File: src/conv_pkg.sv
package conv_pkg;

	// pixel and weight precision
	localparam int PIXEL_W  = 8;  // signed activation
	localparam int WEIGHT_W = 4;  // signed kernel tap

	// geometry
	localparam int TAPS  = 9;  // 3x3 kernel
	localparam int WIN   = 4;  // 4x4 window -> 2x2 output block
	localparam int BANKS = 4;  // one 2x2 tile per bank word

	// accumulation
	localparam int ACC_W        = 32;
	localparam int NUM_CHANNELS = 20;  // input channels per output group

	// beat accepted -> row sums registered, combined sum seen by accumulator
	localparam int MAC_LATENCY = 2;

	typedef logic signed [PIXEL_W-1:0]  pixel_t;
	typedef logic signed [WEIGHT_W-1:0] weight_t;

	// 2x2 tile, top row in the upper half
	typedef logic [4*PIXEL_W-1:0] bank_word_t;

	// tap 0 (top left) in the msbs, row major
	typedef logic [TAPS*WEIGHT_W-1:0] weight_word_t;

	// bit 1 swaps tile rows, bit 0 swaps tile columns
	typedef logic [1:0] rot_t;

	typedef logic signed [ACC_W-1:0] acc_t;

	typedef logic [$clog2(NUM_CHANNELS)-1:0] chan_cnt_t;  // 5 bits for 20 channels

endpackage

File: src/window_assembler.sv
`timescale 1ns/1ps

module window_assembler import conv_pkg::*; (
	input  logic         clk,
	input  logic         rst_n,
	input  logic         in_valid,
	input  bank_word_t   bank0,
	input  bank_word_t   bank1,
	input  bank_word_t   bank2,
	input  bank_word_t   bank3,
	input  rot_t         rot,
	input  weight_word_t weights,
	output logic         valid_w,
	output pixel_t       win [WIN*WIN],  // row major, win[row*WIN + col]
	output weight_t      w [TAPS]        // row major taps
);

	bank_word_t   bank [BANKS];  // beat as accepted
	rot_t         rot_q;
	weight_word_t weights_q;
	logic         valid_a;       // accepted beat waiting for assembly
	pixel_t       win_d [WIN*WIN];
	weight_t      w_d [TAPS];

	// bank feeding tile (tr, tc) under rotation code r
	function automatic int unsigned bank_sel(int unsigned tr, int unsigned tc, rot_t r);
		return 2 * (tr ^ r[1]) + (tc ^ r[0]);
	endfunction

	// pixel k of a tile, k in raster order inside the 2x2
	function automatic pixel_t tile_pix(bank_word_t word, int unsigned k);
		return word[$bits(bank_word_t) - 1 - PIXEL_W*k -: PIXEL_W];
	endfunction

	// acceptance edge, raw beat held for one cycle
	always_ff @(posedge clk) begin
		if (!rst_n) begin
			valid_a   <= 1'b0;
			bank      <= '{default: '0};
			rot_q     <= '0;
			weights_q <= '0;
		end else begin
			valid_a <= in_valid;
			if (in_valid) begin
				bank[0]   <= bank0;
				bank[1]   <= bank1;
				bank[2]   <= bank2;
				bank[3]   <= bank3;
				rot_q     <= rot;
				weights_q <= weights;
			end
		end
	end

	// scatter the four tiles into the window
	always_comb begin
		for (int tr = 0; tr < 2; tr++) begin          // tile row
			for (int tc = 0; tc < 2; tc++) begin      // tile col
				for (int k = 0; k < 4; k++) begin     // pixel inside tile
					win_d[(2*tr + k/2)*WIN + 2*tc + k%2] =
						tile_pix(bank[bank_sel(tr, tc, rot_q)], k);
				end
			end
		end
	end

	// weight word split into taps, tap 0 at the top
	always_comb begin
		for (int k = 0; k < TAPS; k++) begin
			w_d[k] = weights_q[WEIGHT_W*(TAPS-1-k) +: WEIGHT_W];
		end
	end

	always_ff @(posedge clk) begin
		if (!rst_n) begin
			valid_w <= 1'b0;
			win     <= '{default: '0};
			w       <= '{default: '0};
		end else begin
			valid_w <= valid_a;  // one stage, no stall
			if (valid_a) begin
				win <= win_d;
				w   <= w_d;      // weights travel with their window
			end
		end
	end

endmodule
File: config.mk
export PLATFORM = sky130hd
export DESIGN_NAME = window_assembler
export DESIGN_NICKNAME = d
export VERILOG_FILES = /design/src/conv_pkg.sv /design/src/window_assembler.sv
export SDC_FILE = /design/constraint.sdc
export NUM_CORES = 1
export LEC_CHECK = 0
export BUFFER_PORTS_ARGS = -buffer_cell sky130_fd_sc_hd__buf_2
export CORE_ASPECT_RATIO = 1.5
export CORE_MARGIN = 10
export CORE_UTILIZATION = 58
export CTS_CLUSTER_SIZE = 25
export DETAILED_ROUTE_END_ITERATION = 6
export GPL_TIMING_DRIVEN = 0
export PLACE_DENSITY = 0.85
export SLEW_MARGIN = 15
export SYNTH_ARGS = -nofsm -noshare
export SYNTH_HDL_FRONTEND = slang
export SYNTH_SLANG_ARGS = --single-unit
File: constraint.sdc
create_clock -name clk -period 3.4 [get_ports clk]
set_input_delay 0.34 -clock clk [delete_from_list [all_inputs] [get_ports clk]]
set_output_delay 0.34 -clock clk [all_outputs]
set_load 0.05 [all_outputs]
; Word level (Yosys, flattened, before mapping)
; Cells that the tools add are included.
[totals]
in_bits = 169
output_inout_bits = 165
regBits = 332
elab_cells = 59
[op_classes]
n_lt_le_gt_ge = 4
n_mux = 12
addsub = 4
bitwise = 6
[ops]
columns = op, count
row1 = $bmux W32 S2, 4
row2 = $mux W32, 8
row3 = $ge A33 B3 Y1 const B, 4
row4 = $not A3 Y33, 3
row5 = $not A32 Y33, 1
row6 = $add A2 B1 Y3, 4
row7 = $not A1 Y1, 2

; Logic depth before layout (Yosys ltp)
[logic_depth]
word_depth = 6
depth_mapped = 5
depth_no_buf = 2

; Worst setup path after synthesis
; No wires, ideal clock.
[synth_path]
path_kind = flip-flop to flip-flop
from = reg rot_q[0]
to = reg win[0] (netlist name)
path_stages_with_launch = 6
required_ps = 3265
t_arrival_ps = 1049
n_path_buf = 3
path_slack_ps = 2216
synth_period_minus_slack_ps = 1184
path_cell_list = dfxtp_1 > buf_6 > buf_12 > buf_12 > mux2i_1 > o221ai_1
[synth_via]
elab_chain_cells = 6
[synth_lines]
columns = element, line
row1 = start: declaration, window_assembler.sv:19  ; rot_t rot_q;
row2 = start signal: assignment, window_assembler.sv:49  ; rot_q <= rot;
row3 = $not A1 Y1 (no source line), n/a
row4 = $add A2 B1 Y3, window_assembler.sv:27  ; return 2 * (tr ^ r[1]) + (tc ^ r[0]);
row5 = $not A32 Y33 (implied by the code), window_assembler.sv:61  ; tile_pix(bank[bank_sel(tr, tc, rot_q)], k);
row6 = $bmux W32 S2, window_assembler.sv:61
row7 = $mux W32, n/a
row8 = $mux W32 (implied by the code), window_assembler.sv:61
row9 = end signal: assignment, window_assembler.sv:82  ; win <= win_d;
row10 = end: declaration, window_assembler.sv:14  ; output pixel_t win [WIN*WIN],
; Every way passes these cells. The select of a mux whose other input is x is not followed.
; A chain may end at the register's enable or synchronous reset.

==> results.sh <==
export IMPL_htreeDepth=2
export IMPL_synthFlopType="dfxtp_1"
export IMPL_die_h_um=212
export IMPL_crit_path_start_kind="flip-flop"
export IMPL_first_pass_iters=7
export IMPL_drv_cap=0
export IMPL_antenna_found_initial=9
export IMPL_setup_slack_ns=1.78
export IMPL_yosys_top_cells_area="dfxtp_1, mux2i_1, nor2b_1, o221ai_1, nand3b_1"
export IMPL_seq_area_frac_synth=0.468
export IMPL_overflow=0
export IMPL_hold_buffers=0
export IMPL_drt_total_wl_mm=48.6
export IMPL_powerDensity_nw_per_um2=526
export IMPL_clock_latency_ns=0.52
export IMPL_finalSetupViolCount=0
export IMPL_ctsResizeCount=0
export IMPL_drtIter0Drc=838
export IMPL_yosysMostFrequentCell="dfxtp_1"
export IMPL_dp_cells=1896
export IMPL_numPortBuffers=331
export IMPL_fin_crit_sh=0.478
export IMPL_finalMaxSlewViolations=0
export IMPL_fill_cells=1848
export IMPL_coreArea_sq_um=24300
export IMPL_worst_pin_slew_ns=0.695
export IMPL_netlist_area_leader_share=0.468
export IMPL_netlist_instances=1241
export IMPL_peakVddDrop_mv=0.448
export IMPL_avgSynthCellArea_sq_um=11.4
export IMPL_cts_setup_buffers=0
export IMPL_fin_cells=1958
export IMPL_ant_nets=0
export IMPL_initial_utilization=0.585
export IMPL_fin_nets=1777
export IMPL_synthTopCellsByCount="dfxtp_1, mux2i_1, nor2b_1, nand3b_1, o221ai_1"
export IMPL_cts_sinks=332
export IMPL_rows=70
export IMPL_crit_fanout=10
export IMPL_syn_to_final_growth_pct=22.3
export IMPL_netlist_area_sq_um=14200
export IMPL_fin_util=0.715
export IMPL_worstSetupStartpoint="valid_a$_SDFF_PN0_"
export IMPL_hp_class="in -> reg"
export IMPL_p_leak_nw=7.39
export IMPL_final_min_clock_period_ns=1.62
export IMPL_grt_pass1_vias=12400
export IMPL_syn_nets=1410
export IMPL_drc=0
export IMPL_arrival_ns=2.01
export IMPL_ios=334
export IMPL_min_from="bank3[11]"
export IMPL_critPathCaptureType="flip-flop"
export IMPL_grt_first_pass_wirelength_mm=72.7
export IMPL_place_ws_ns=1.81
export IMPL_hold_viol_final=0
export IMPL_root_buffer="clkbuf_16"
export IMPL_worstSetupPathType="reg -> reg"
export IMPL_rsz0062_at_grt="no"
export IMPL_cts_tree="yes"
export IMPL_fp_dieW_um=148
export IMPL_async_flop_share=0
export IMPL_routedWlPerCell_um=24.8
export IMPL_clk_pin_slew_ns=0.06
export IMPL_cp_required_ns=3.78
export IMPL_grt_max_degree=15
export IMPL_die_area_sq_um=31300
export IMPL_max_freq_mhz=616
export IMPL_hpwl_mm=37.3
export IMPL_place_congestion=0.937
export IMPL_drive_gt1_frac=0.282
export IMPL_fin_setup_tns_ns=0
export IMPL_grt_total_usage=0.299
export IMPL_synth_top_area_cell="dfxtp_1"
export IMPL_fin_skew_ns=0.0184
export IMPL_synth_edf_count=0
export IMPL_yosys_warnings=0
export IMPL_cts_buffers=34
export IMPL_rr_startpoint="valid_a$_SDFF_PN0_"
export IMPL_routed_via_density=5.93
export IMPL_synth_cell_types=13
export IMPL_cts_buffer_depth=3
export IMPL_relSlewSlack=0.537
export IMPL_total_power_mw=9.12
export IMPL_ys_ff_latch=332
export IMPL_status="finished clean"
export IMPL_num_vias=11600
[cell families after synthesis]
group           Yosys count  synth area share
flops                   332             0.468
compound gates          128            0.0790
mux                     330             0.233
buf+inv                 117            0.0613
simple gates            334             0.159
[placed cells by master, fill, tap and decap left out, types with 7 or more instances in the layout]
master	count
o221ai_1	128
buf_6	20
clkbuf_16	35
clkbuf_8	8
clkinv_2	7
nor2b_1	202
clkbuf_1	47
dfxtp_1	332
nand3b_1	129
mux2i_1	330
buf_2	369
buf_12	12
[stage by stage]
| step | cell area (sq um) | hold WS, ns |
|---|---|---|
| 5_1_grt | 17400 | 0.0885 |
| 2_1_floorplan | 14200 | 0.482 |
| 4_1_cts | 17300 | 0.0714 |
| 6_report | 17400 | 0.0760 |
| 3_3_place_gp | 16300 | 0.471 |
| 3_5_place_dp | 16300 | 0.471 |
[flip-flops by register name, summed over array words and instances (netlist names)]
signal	cells
bank	128
rot_q	2
valid_a	1
valid_w	1
w	36
w_d	36
win	128
[final timing paths]
check | endpoint | slack, ns | depth (start not counted)
setup / recovery | win[68]$_SDFFE_PN0P_ | 1.78 | 4
setup reg to reg | win[68]$_SDFFE_PN0P_ | 1.78 | 4
hold / removal | bank[11]$_SDFFE_PN0P_ | 0.08 | 3
hold reg to reg | win[84]$_SDFFE_PN0P_ | 0.49 | 2
[critical path, stage by stage, from the launching register on]
cell	delay (ns)
dfxtp_1	0.40
buf_4	0.27
clkbuf_1	0.49
nand3b_1	0.20
o221ai_1	0.12
[metal layers]
metal  wire [um]  global-route usage  vias up
li1            -                   -     5271
met1       16800               0.306     5564
met2       24300               0.527      605
met3        4950               0.103      162
met4        2470               0.157       14
met5          81                   0        -
[final cells by class]
cell class | count | area, sq um | area share
plain buffers | 117 | 870 | 0.0501
clock inverters | 10 | 81.3 | 0.00469
multi-input cells | 792 | 6670 | 0.385
repair buffers | 331 | 1660 | 0.0955
well taps | 324 | 405 | 0.0234
diodes | 2 | 5.00 | 0.000288
clock buffers | 50 | 1010 | 0.0583
flip-flops and latches | 332 | 6650 | 0.383
[report_power, final]
part           total (mW)  switching (mW)  internal [mW]
Clock                3.71            1.57           2.14
Sequential           4.20           0.134           4.07
Combinational        1.21           0.736          0.471
Power figures use the tool's default switching activity.
