$ cat src/conv_pkg.sv
package conv_pkg;

	// pixel and weight precision
	localparam int PIXEL_W  = 8;  // signed activation
	localparam int WEIGHT_W = 4;  // signed kernel tap

	// geometry
	localparam int TAPS  = 9;  // 3x3 kernel
	localparam int WIN   = 4;  // 4x4 window -> 2x2 output block
	localparam int BANKS = 4;  // one 2x2 tile per bank word

	// accumulation
	localparam int ACC_W        = 32;
	localparam int NUM_CHANNELS = 20;  // input channels per output group

	// beat accepted -> row sums registered, combined sum seen by accumulator
	localparam int MAC_LATENCY = 2;

	typedef logic signed [PIXEL_W-1:0]  pixel_t;
	typedef logic signed [WEIGHT_W-1:0] weight_t;

	// 2x2 tile, top row in the upper half
	typedef logic [4*PIXEL_W-1:0] bank_word_t;

	// tap 0 (top left) in the msbs, row major
	typedef logic [TAPS*WEIGHT_W-1:0] weight_word_t;

	// bit 1 swaps tile rows, bit 0 swaps tile columns
	typedef logic [1:0] rot_t;

	typedef logic signed [ACC_W-1:0] acc_t;

	typedef logic [$clog2(NUM_CHANNELS)-1:0] chan_cnt_t;  // 5 bits for 20 channels

endpackage

$ cat src/channel_accumulator.sv
`timescale 1ns/1ps

module channel_accumulator import conv_pkg::*; (
	input  logic clk,
	input  logic rst_n,
	input  logic valid_m,
	input  acc_t sum_a,
	input  acc_t sum_b,
	input  acc_t sum_c,
	input  acc_t sum_d,
	output logic out_valid,
	output acc_t res_a,
	output acc_t res_b,
	output acc_t res_c,
	output acc_t res_d
);

	chan_cnt_t cnt;        // channels seen in the current group
	acc_t      cur [4];    // this beat's sums
	acc_t      run [4];    // running sums, channels 0 .. cnt-1
	acc_t      res_q [4];  // last finished group
	logic      last_chan;

	assign cur[0] = sum_a;
	assign cur[1] = sum_b;
	assign cur[2] = sum_c;
	assign cur[3] = sum_d;

	assign last_chan = (cnt == chan_cnt_t'(NUM_CHANNELS - 1));

	always_ff @(posedge clk) begin
		if (!rst_n) begin
			cnt       <= '0;
			out_valid <= 1'b0;
			run       <= '{default: '0};
			res_q     <= '{default: '0};
		end else begin
			out_valid <= 1'b0;  // single-cycle strobe
			if (valid_m) begin
				if (last_chan) begin
					// close the group, results hold until the next one
					for (int p = 0; p < 4; p++) begin
						res_q[p] <= run[p] + cur[p];
					end
					out_valid <= 1'b1;
					cnt       <= '0;
				end else begin
					for (int p = 0; p < 4; p++) begin
						run[p] <= (cnt == '0) ? cur[p] : run[p] + cur[p];  // first chan loads
					end
					cnt <= cnt + 1'b1;
				end
			end
		end
	end

	assign res_a = res_q[0];
	assign res_b = res_q[1];
	assign res_c = res_q[2];
	assign res_d = res_q[3];

endmodule

$ cat config.mk
export PLATFORM = sky130hd
export DESIGN_NAME = channel_accumulator
export DESIGN_NICKNAME = d
export VERILOG_FILES = /design/src/conv_pkg.sv /design/src/channel_accumulator.sv
export SDC_FILE = /design/constraint.sdc
export NUM_CORES = 1
export LEC_CHECK = 0
export BUFFER_PORTS_ARGS = -buffer_cell sky130_fd_sc_hd__buf_2
export CORE_AREA = 5 5 157 190
export DETAILED_ROUTE_END_ITERATION = 12
export DIE_AREA = 0 0 162 195
export GPL_ROUTABILITY_DRIVEN = 1
export PLACE_DENSITY = 0.95
export SYNTH_ARGS = -nofsm -noshare
export SYNTH_HDL_FRONTEND = slang
export SYNTH_SLANG_ARGS = --single-unit
$ cat constraint.sdc
create_clock -name clk -period 7.02 [get_ports clk]
set_input_delay 0.702 -clock clk [delete_from_list [all_inputs] [get_ports clk]]
set_output_delay 0.702 -clock clk [all_outputs]
set_load 0.05 [all_outputs]
# --- Yosys cells after proc, flatten, opt, wreduce, memory -nomap -nowiden ---
# Index checks and enable logic that the tools add are counted.
op_classes:
  n_addsub: 5
  mul: 0
  div_mod_pow: 0
  order_cmp: 0
  n_eq_ne: 1
  shifts: 0
  n_mux: 6
  n_bitwise: 1
  n_reduce_logical: 4
op_table:
  columns: ["operator", "n"]
  rows:
  - ["32-bit adder", 4]
  - ["32-bit two-way mux", 4]
  - ["2-bit AND reduction", 3]
  - ["5-bit by 1-bit adder with 5-bit output (second input constant)", 1]
  - ["5-bit equality test (second input constant)", 1]
  - ["5-bit zero test", 1]
  - ["5-bit two-way mux", 1]
  - ["1-bit two-way mux", 1]
  - ["1-bit NOT", 1]
word_totals:
  ff_bits: 262
  latch_bits: 0
  mem_bits_rw: 0
  romBits: 0
  in_bits: 131
  out_inout_bits: 129
  wordCells: 27
  n_memories: 0

# --- Longest topological paths before layout ---
# Gate-level depths: netlist of the first run.
depth:
  depth_word: 3
  ltp_mapped: 11

# --- Least setup slack after synthesis of the first run ---
# Ideal clock, no wire load.
synth_timing:
  kind: "input port to flip-flop"
  start: "input port sum_c[0]"
  end: "register run[60] (netlist bit)"
  setup_ns: 0.074
  arrival_time_ns: 3.105
  t_required_ns: 6.946
  path_slack_ns: 3.840
  stages: 11
  path_buffers: 0
  cell_sequence: "ha_1 fa_1 a21oi_4 o211ai_2 a221oi_4 o21ai_2 a31oi_2 o21ai_2 a2111o_1 a21o_1 a31oi_1"
synth_via:
  elab_chain_cells: 2
synth_lines:
  columns: ["item", "line_no", "rtl"]
  rows:
  - ["start, declared", "channel_accumulator.sv:9", "input acc_t sum_c,"]
  - ["32-bit adder", "channel_accumulator.sv:49", "run[p] <= (cnt == '0) ? cur[p] : run[p] + cur[p];"]
  - ["32-bit two-way mux", "channel_accumulator.sv:49", null]
  - ["end signal, assigned by index", "channel_accumulator.sv:49", null]
  - ["end, declared", "channel_accumulator.sv:20", "acc_t run [4];"]
# Every way passes these cells.
# A chain may end at the register's enable or synchronous reset.

# --- Worst setup path in the final report of the first run ---
layout_timing:
  start: "register cnt[2]"
  end: "register res_q (netlist bit res_c[27])"
layout_via:
  elab_chain_cells: 2
layout_lines:
  columns: ["item", "line_no", "rtl"]
  rows:
  - ["start, declared", "channel_accumulator.sv:18", "chan_cnt_t cnt;"]
  - ["start signal, assigned", "channel_accumulator.sv:51", "cnt <= cnt + 1'b1;"]
  - ["5-bit equality test", "channel_accumulator.sv:29", "assign last_chan = (cnt == chan_cnt_t'(NUM_CHANNELS - 1));"]
  - ["2-bit AND reduction (no line)", null, null]
  - ["end signal, assigned by index", "channel_accumulator.sv:43", "res_q[p] <= run[p] + cur[p];"]
  - ["end, declared", "channel_accumulator.sv:21", "acc_t res_q [4];"]
# Every way passes these cells.

==> reports/metrics.yaml, run 1 <==
status: "finished, final reports clean"
dp.final_hpwl_um: 37000
hold_viol: 0
grt_overflow_total: 0
required_ns: 7.46
die_area_um2: 31600
grt_pass1_wl_um: 86600
grt.total_usage_pct: 32.2
htree_levels: 1
hp-class: "primary input to flop"
ctsHoldBuffers: 0
port_buffers: 259
clk_latency_ns: 0.56
synth_top_cell_area_share_pct: 30.4
core_area_um2: 27700
numCtsBuffers: 28
fp.dieW_um: 162
hold_ws_ns: 0.431
final_cells: 2756
power_frac_clock_pct: 35.2
ys_seq_elements: 262
cp_max_fo: 65
start_util_pct: 62.3
grt_pass1_vias: 17700
powerDensity_nw_per_um2: 231
cts.path.max_buffers: 3
cts_root_buffer: "clkbuf_16"
syn_area_um2: 17200
wl_um: 53700
drtAntennaViolNets: 0
dr.pass1.iters: 6
tns_ns: 0
synthCells: 2230
cts_tree: "yes"
cts_setup_buffers: 0
synthArstFlopShare_pct: 0
internal_power_mw: 3.00
final_area_um2: 19500
num_io_pins: 260
ys.flop_type: "dfxtp_1"
ir_drop_v: 0.000196
synth-edff-count: 0
antenna_found_initial: 9
pwr-share-seq_pct: 35.6
synth_sequential_area_ratio_pct: 30.4
fin_crit_sh_pct: 50.4
gp_congestion: 0.980
vias_per_cell: 6.52
p_sw_mw: 1.50
grt_max_degree: 162
final_nets: 2647
synthTopCellsByArea: "dfxtp_1 30%, ha_1 9.2%, a21oi_1 7.0%"
synth.distinct_cells: 92
finalSetupViolCount: 0
critPathKind: "flop to flop"
placed_cells: 2701
p_leak_nw: 8.88
syn_avg_cell_area_um2: 7.72
skew_ns: 0.0115
cts_sinks: 262
via_count: 18000
power_mw: 4.50
maxSlewViolCount: 0
area_growth_pct: 13.3
die_h_um: 195
syn_nets: 2491
p_comb_share_pct: 29.3
min_period_ns: 3.54
ys_top_cells_by_count: "318 x nand2_1, 262 x dfxtp_1, 241 x a21oi_1"
drc: 0
start_kind: "flop"
yosysTopAreaCell: "dfxtp_1"
sw_frac_of_total_pct: 33.4
rsz0062_at_grt: "false"
drt_iter0_drc: 1634
slew_headroom_pct: 12.7
fmax_mhz: 283
ctsResizeCount: 0
layout-drive-gt1-share_pct: 15.3
yosys_warnings: 0
num_rows: 67
tightest_slew_ns: 1.31
arrival_ns: 3.98
crit_path_end_kind: "flop"
cap_viol_max_count: 0
wl_per_cell_um: 19.5
cts.clk_slew.worst_paths_ns: 0.06
synth.most_common_cell: "nand2_1"
postPlaceCellArea_um2: 18500
## sequential cells by signal, indices dropped and copies added (netlist names)
register and cells:
res_c 32, cnt 5, run 128, res_a 32
out_valid 1, res_b 32, res_d 32
## worst max-delay path, stage by stage, from the launching register on
cell	delay, ns
dfxtp_1	0.51
nor2_1	0.15
nand2_1	0.14
nor2_4	0.05
buf_4	0.37
nand2_1	0.26
buf_4	0.44
clkinv_1	0.90
a32o_1	0.58
## logic make-up after synthesis
family	share of synthesized area, %
buffers and inverters	4.12
flip-flops	30.4
adder cells (fa/ha/maj)	9.62
AND/OR/NAND/NOR	18.0
XOR/XNOR	5.80
AO/OA/AOI/OAI	31.2
multiplexers	0.843
## power groups by stage
stage	Sequential, mW	Clock (mW)	Combinational (mW)
floorplan	1.62	0	0.979
global placement	1.63	0	1.23
detailed placement	1.63	0	1.27
CTS	1.60	1.60	1.29
global route	1.61	1.66	1.44
finish	1.60	1.58	1.32
## placed cells by master (no fill, tap or decap), types with 8 or more instances in the layout
cell,n
nand2_1,317
dfxtp_1,262
buf_2,259
a21oi_1,241
nor2_1,224
o21ai_0,155
ha_1,126
a21o_1,84
xnor2_1,74
nand3_1,42
xor2_1,40
inv_1,36
o211ai_1,36
a311oi_1,36
nor3_1,33
nand4_1,29
clkbuf_16,29
o21bai_1,27
a31oi_1,23
o21a_1,22
a211oi_1,21
o21ai_1,18
o211a_1,17
a22o_1,15
and3_1,13
and2_1,11
buf_4,11
mux2i_1,10
clkinv_2,10
nor2b_1,9
o31ai_1,9
o2111ai_1,8
nand2b_1,8
## layer usage
metal  wire length [um]  vias up  global-route usage, %
met2              25800      942                   56.4
met4               3030       10                   17.7
li1                   -     8388                      -
met3               4500      224                   4.79
met5                 57        -                      0
met1              20300     8411                   37.6
## worst paths after layout
check	from	endpoint	slack (ns)	cells past startpoint
min reg2reg	res_d[23]$_SDFFE_PN0P_	res_d[23]$_SDFFE_PN0P_	0.45	2
min	sum_c[24]	run[56]$_SDFFE_PN0P_	0.43	3
max reg2reg	cnt[2]$_SDFFE_PN0P_	res_c[27]$_SDFFE_PN0P_	3.48	8
max	cnt[2]$_SDFFE_PN0P_	res_c[27]$_SDFFE_PN0P_	3.48	8
## per-stage QoR
step,setup slack [ns],utilization [%]
2_1_floorplan,3.84,-
3_3_place_gp,3.51,67.0
3_5_place_dp,3.41,67.0
4_1_cts,3.61,70.5
5_1_grt,3.44,70.6
6_report,3.48,70.6
## final cells by class
| cell class | instances | area (um^2) |
|---|---|---|
| multi-input combinational | 1785 | 11300 |
| tap | 345 | 432 |
| timing repair buffer | 271 | 1400 |
| clock buffer | 33 | 781 |
| antenna | 4 | 10.0 |
| inverter | 38 | 145 |
| sequential | 262 | 5250 |
| clock inverter | 18 | 201 |
| fill | 2098 | 8150 |
No activity file was read; power rests on OpenSTA's default activity.
==> run 2, diff against run 1 <==
--- a/config.mk
+++ b/config.mk
@@ -6,11 +6,11 @@
 export NUM_CORES = 1
 export LEC_CHECK = 0
 export BUFFER_PORTS_ARGS = -buffer_cell sky130_fd_sc_hd__buf_2
-export CORE_AREA = 5 5 157 190
+export CORE_AREA = 5 5 164 197
 export DETAILED_ROUTE_END_ITERATION = 12
-export DIE_AREA = 0 0 162 195
+export DIE_AREA = 0 0 169 202
 export GPL_ROUTABILITY_DRIVEN = 1
-export PLACE_DENSITY = 0.95
+export PLACE_DENSITY = 0.89
 export SYNTH_ARGS = -nofsm -noshare
 export SYNTH_HDL_FRONTEND = slang
 export SYNTH_SLANG_ARGS = --single-unit
==> constraint.sdc (replaced) <==
create_clock -name clk -period 3.3 [get_ports clk]
set_input_delay 0.33 -clock clk [delete_from_list [all_inputs] [get_ports clk]]
set_output_delay 0.33 -clock clk [all_outputs]
set_load 0.05 [all_outputs]
==> reports/metrics.yaml, run 2 (synthesis gave the netlist of run 1 again) <==
drt_iter0_drc: 1158  # -29%
final_common_cell: "nand2_1"
core_area_um2: 30200  # +9.2%
cts.path.max_buffers: 3  # unchanged
status: "finished, final reports clean"
cts_root_buffer: "clkbuf_16"
cts.clk_slew.worst_paths_ns: 0.06  # about the same
critPathKind: "flop to flop"
p_leak_nw: 8.97  # +1.1%
grt_overflow_total: 0  # unchanged
tns_ns: 0  # unchanged
crit_path_start: "run[96]$_SDFFE_PN0P_"
holdPathStages: 3  # unchanged
fin_crit_sh_pct: 93.4  # +43 points
timing.rr.start: "run[96]$_SDFFE_PN0P_"
area_growth_pct: 14.8
powerDensity_nw_per_um2: 493  # +110%
reg2reg_depth: 11  # +3
vias_per_cell: 6.27  # -3.8%
clk_latency_ns: 0.57  # about the same
dr.pass1.iters: 5  # -1
tightest_slew_ns: 0.951  # -0.356 ns
grt_pass1_wl_um: 85000  # -1.9%
num_rows: 70  # +4.5%
largest_register_ff_count: 128  # unchanged
numCtsBuffers: 29  # +3.6%
fmax_mhz: 324  # +15%
cp_max_fo: 4  # -94%
drc: 0  # unchanged
final_nets: 2662  # +0.57%
regMostFlops: "run"
ctsHoldBuffers: 0  # unchanged
die_h_um: 202  # +3.6%
maxSlewViolCount: 0  # unchanged
finalSetupViolCount: 0  # unchanged
htree_levels: 1  # unchanged
setup_slack_ns: 0.216  # -3.26 ns
ir_drop_v: 0.000483  # +150%
slew_headroom_pct: 36.2  # +24 points
die_area_um2: 34100  # +8.1%
ctsResizeCount: 0  # unchanged
num_io_pins: 260  # unchanged
dp.final_hpwl_um: 37700  # +1.8%
skew_ns: 0.0271  # +0.0155 ns
grt.total_usage_pct: 29.4  # -2.8 points
antenna_found_initial: 13  # +4
cp-endpoint: "run[116]$_SDFFE_PN0P_"
cap_viol_max_count: 0  # unchanged
min_period_ns: 3.08  # -0.455 ns
cts_setup_buffers: 0  # unchanged
n_fill_cell: 2509  # +20%
r2r_end: "run[116]$_SDFFE_PN0P_"
grt_max_degree: 160  # -1.2%
start_kind: "flop"
gp_congestion: 0.950  # -3.1%
cts_sinks: 262  # unchanged
required_ns: 3.74  # -3.72 ns
hold_viol: 0  # unchanged
fp.dieW_um: 169  # +4.3%
rsz0062_at_grt: "false"
layout_common_cells: "317 x nand2_1, 262 x dfxtp_1, 259 x buf_2"
crit_path_end_kind: "flop"
hp-class: "primary input to flop"
dp_slack_ns: 0.182  # -3.22 ns
arrival_ns: 3.53  # -0.45 ns
grt_pass1_vias: 17500  # -1.2%
drtAntennaViolNets: 0  # unchanged
cts_tree: "yes"
layout-drive-gt1-share_pct: 15.7  # +0.41 points
start_util_pct: 57.0  # -5.3 points
wl_per_cell_um: 18.8  # -3.4%
port_buffers: 259  # unchanged
wl_um: 53200  # -1.0%
rrSetupSlack_ns: 0.22  # -3.26 ns
via_count: 17700  # -1.4%
==> run 2: changes by cell type in the layout (fill, tap and decap cells not counted), sizes merged <==
cell | previous run | this run
bufinv | 4 | 5
clkinv | 12 | 6
clkbuf | 33 | 39
buf | 271 | 285
clkinvlp | 3 | 2
diode | 4 | 7
==> run 2: power breakdown <==
| part | total (mW) | internal [mW] | switching, mW | leakage [nW] |
|---|---|---|---|---|
| logic | 2.80 | 1.08 | 1.72 | 6.32 |
| registers | 3.41 | 3.32 | 0.0912 | 2.14 |
| clock network | 3.53 | 2.16 | 1.37 | 0.508 |
==> run 2: cell type report <==
cell class / instances / area, um^2 / area share, %
well taps: 396 / 495 / 2.51
diodes: 7 / 17.5 / 0.0886
clock inverters: 12 / 190 / 0.962
inverters: 38 / 148 / 0.747
multi-input cells: 1785 / 11300 / 57.2
repair buffers: 285 / 1530 / 7.73
clock buffers: 39 / 843 / 4.26
flip-flops and latches: 262 / 5250 / 26.5
==> run 2: how the worst min path moves through the flow <==
| stage | slack [ns] | end | start |
|---|---|---|---|
| floorplan | 0.44 | run[2]$_SDFFE_PN0P_ | run[2]$_SDFFE_PN0P_ |
| global placement | 0.43 | res_b[22]$_SDFFE_PN0P_ | res_b[22]$_SDFFE_PN0P_ |
| detailed placement | 0.44 | res_b[22]$_SDFFE_PN0P_ | res_b[22]$_SDFFE_PN0P_ |
| CTS | 0.02 | run[39]$_SDFFE_PN0P_ | sum_c[7] |
| global route | 0.05 | run[79]$_SDFFE_PN0P_ | sum_b[15] |
| finish | 0.04 | run[39]$_SDFFE_PN0P_ | sum_c[7] |
==> run 2: metrics by stage <==
stage                     cell area [um^2]  instances  power (mW)  util (%)  hold WS [ns]
after floorplan                      17200       2230        5.53         -         0.436
after detailed placement             18700       2766        6.20      62.0         0.438
final                                19800       2824        9.74      65.4        0.0382
after global placement               18700       2766        6.11      62.0         0.432
after global routing                 19800       2824        10.2      65.4        0.0485
after CTS                            19800       2817        9.74      65.4        0.0242
==> run 2: critical path, cell delays in order, from the launching register on <==
cell,delay (ns)
dfxtp_1,0.32
ha_1,0.21
fa_1,0.41
a21o_1,0.21
a21o_4,0.23
a2111oi_2,0.47
o41ai_1,0.16
a21o_1,0.27
a221oi_2,0.27
xor2_1,0.20
o21ai_1,0.07
o211a_1,0.14
==> run 2: per-layer routing <==
layer  GRT usage [%]  share of wire (%)  wire length, um
met1            35.0                 40            21100
met5               0               0.13               67
met2            50.5                 48            25400
met4            15.6                5.3             2800
met3            4.69                7.1             3800
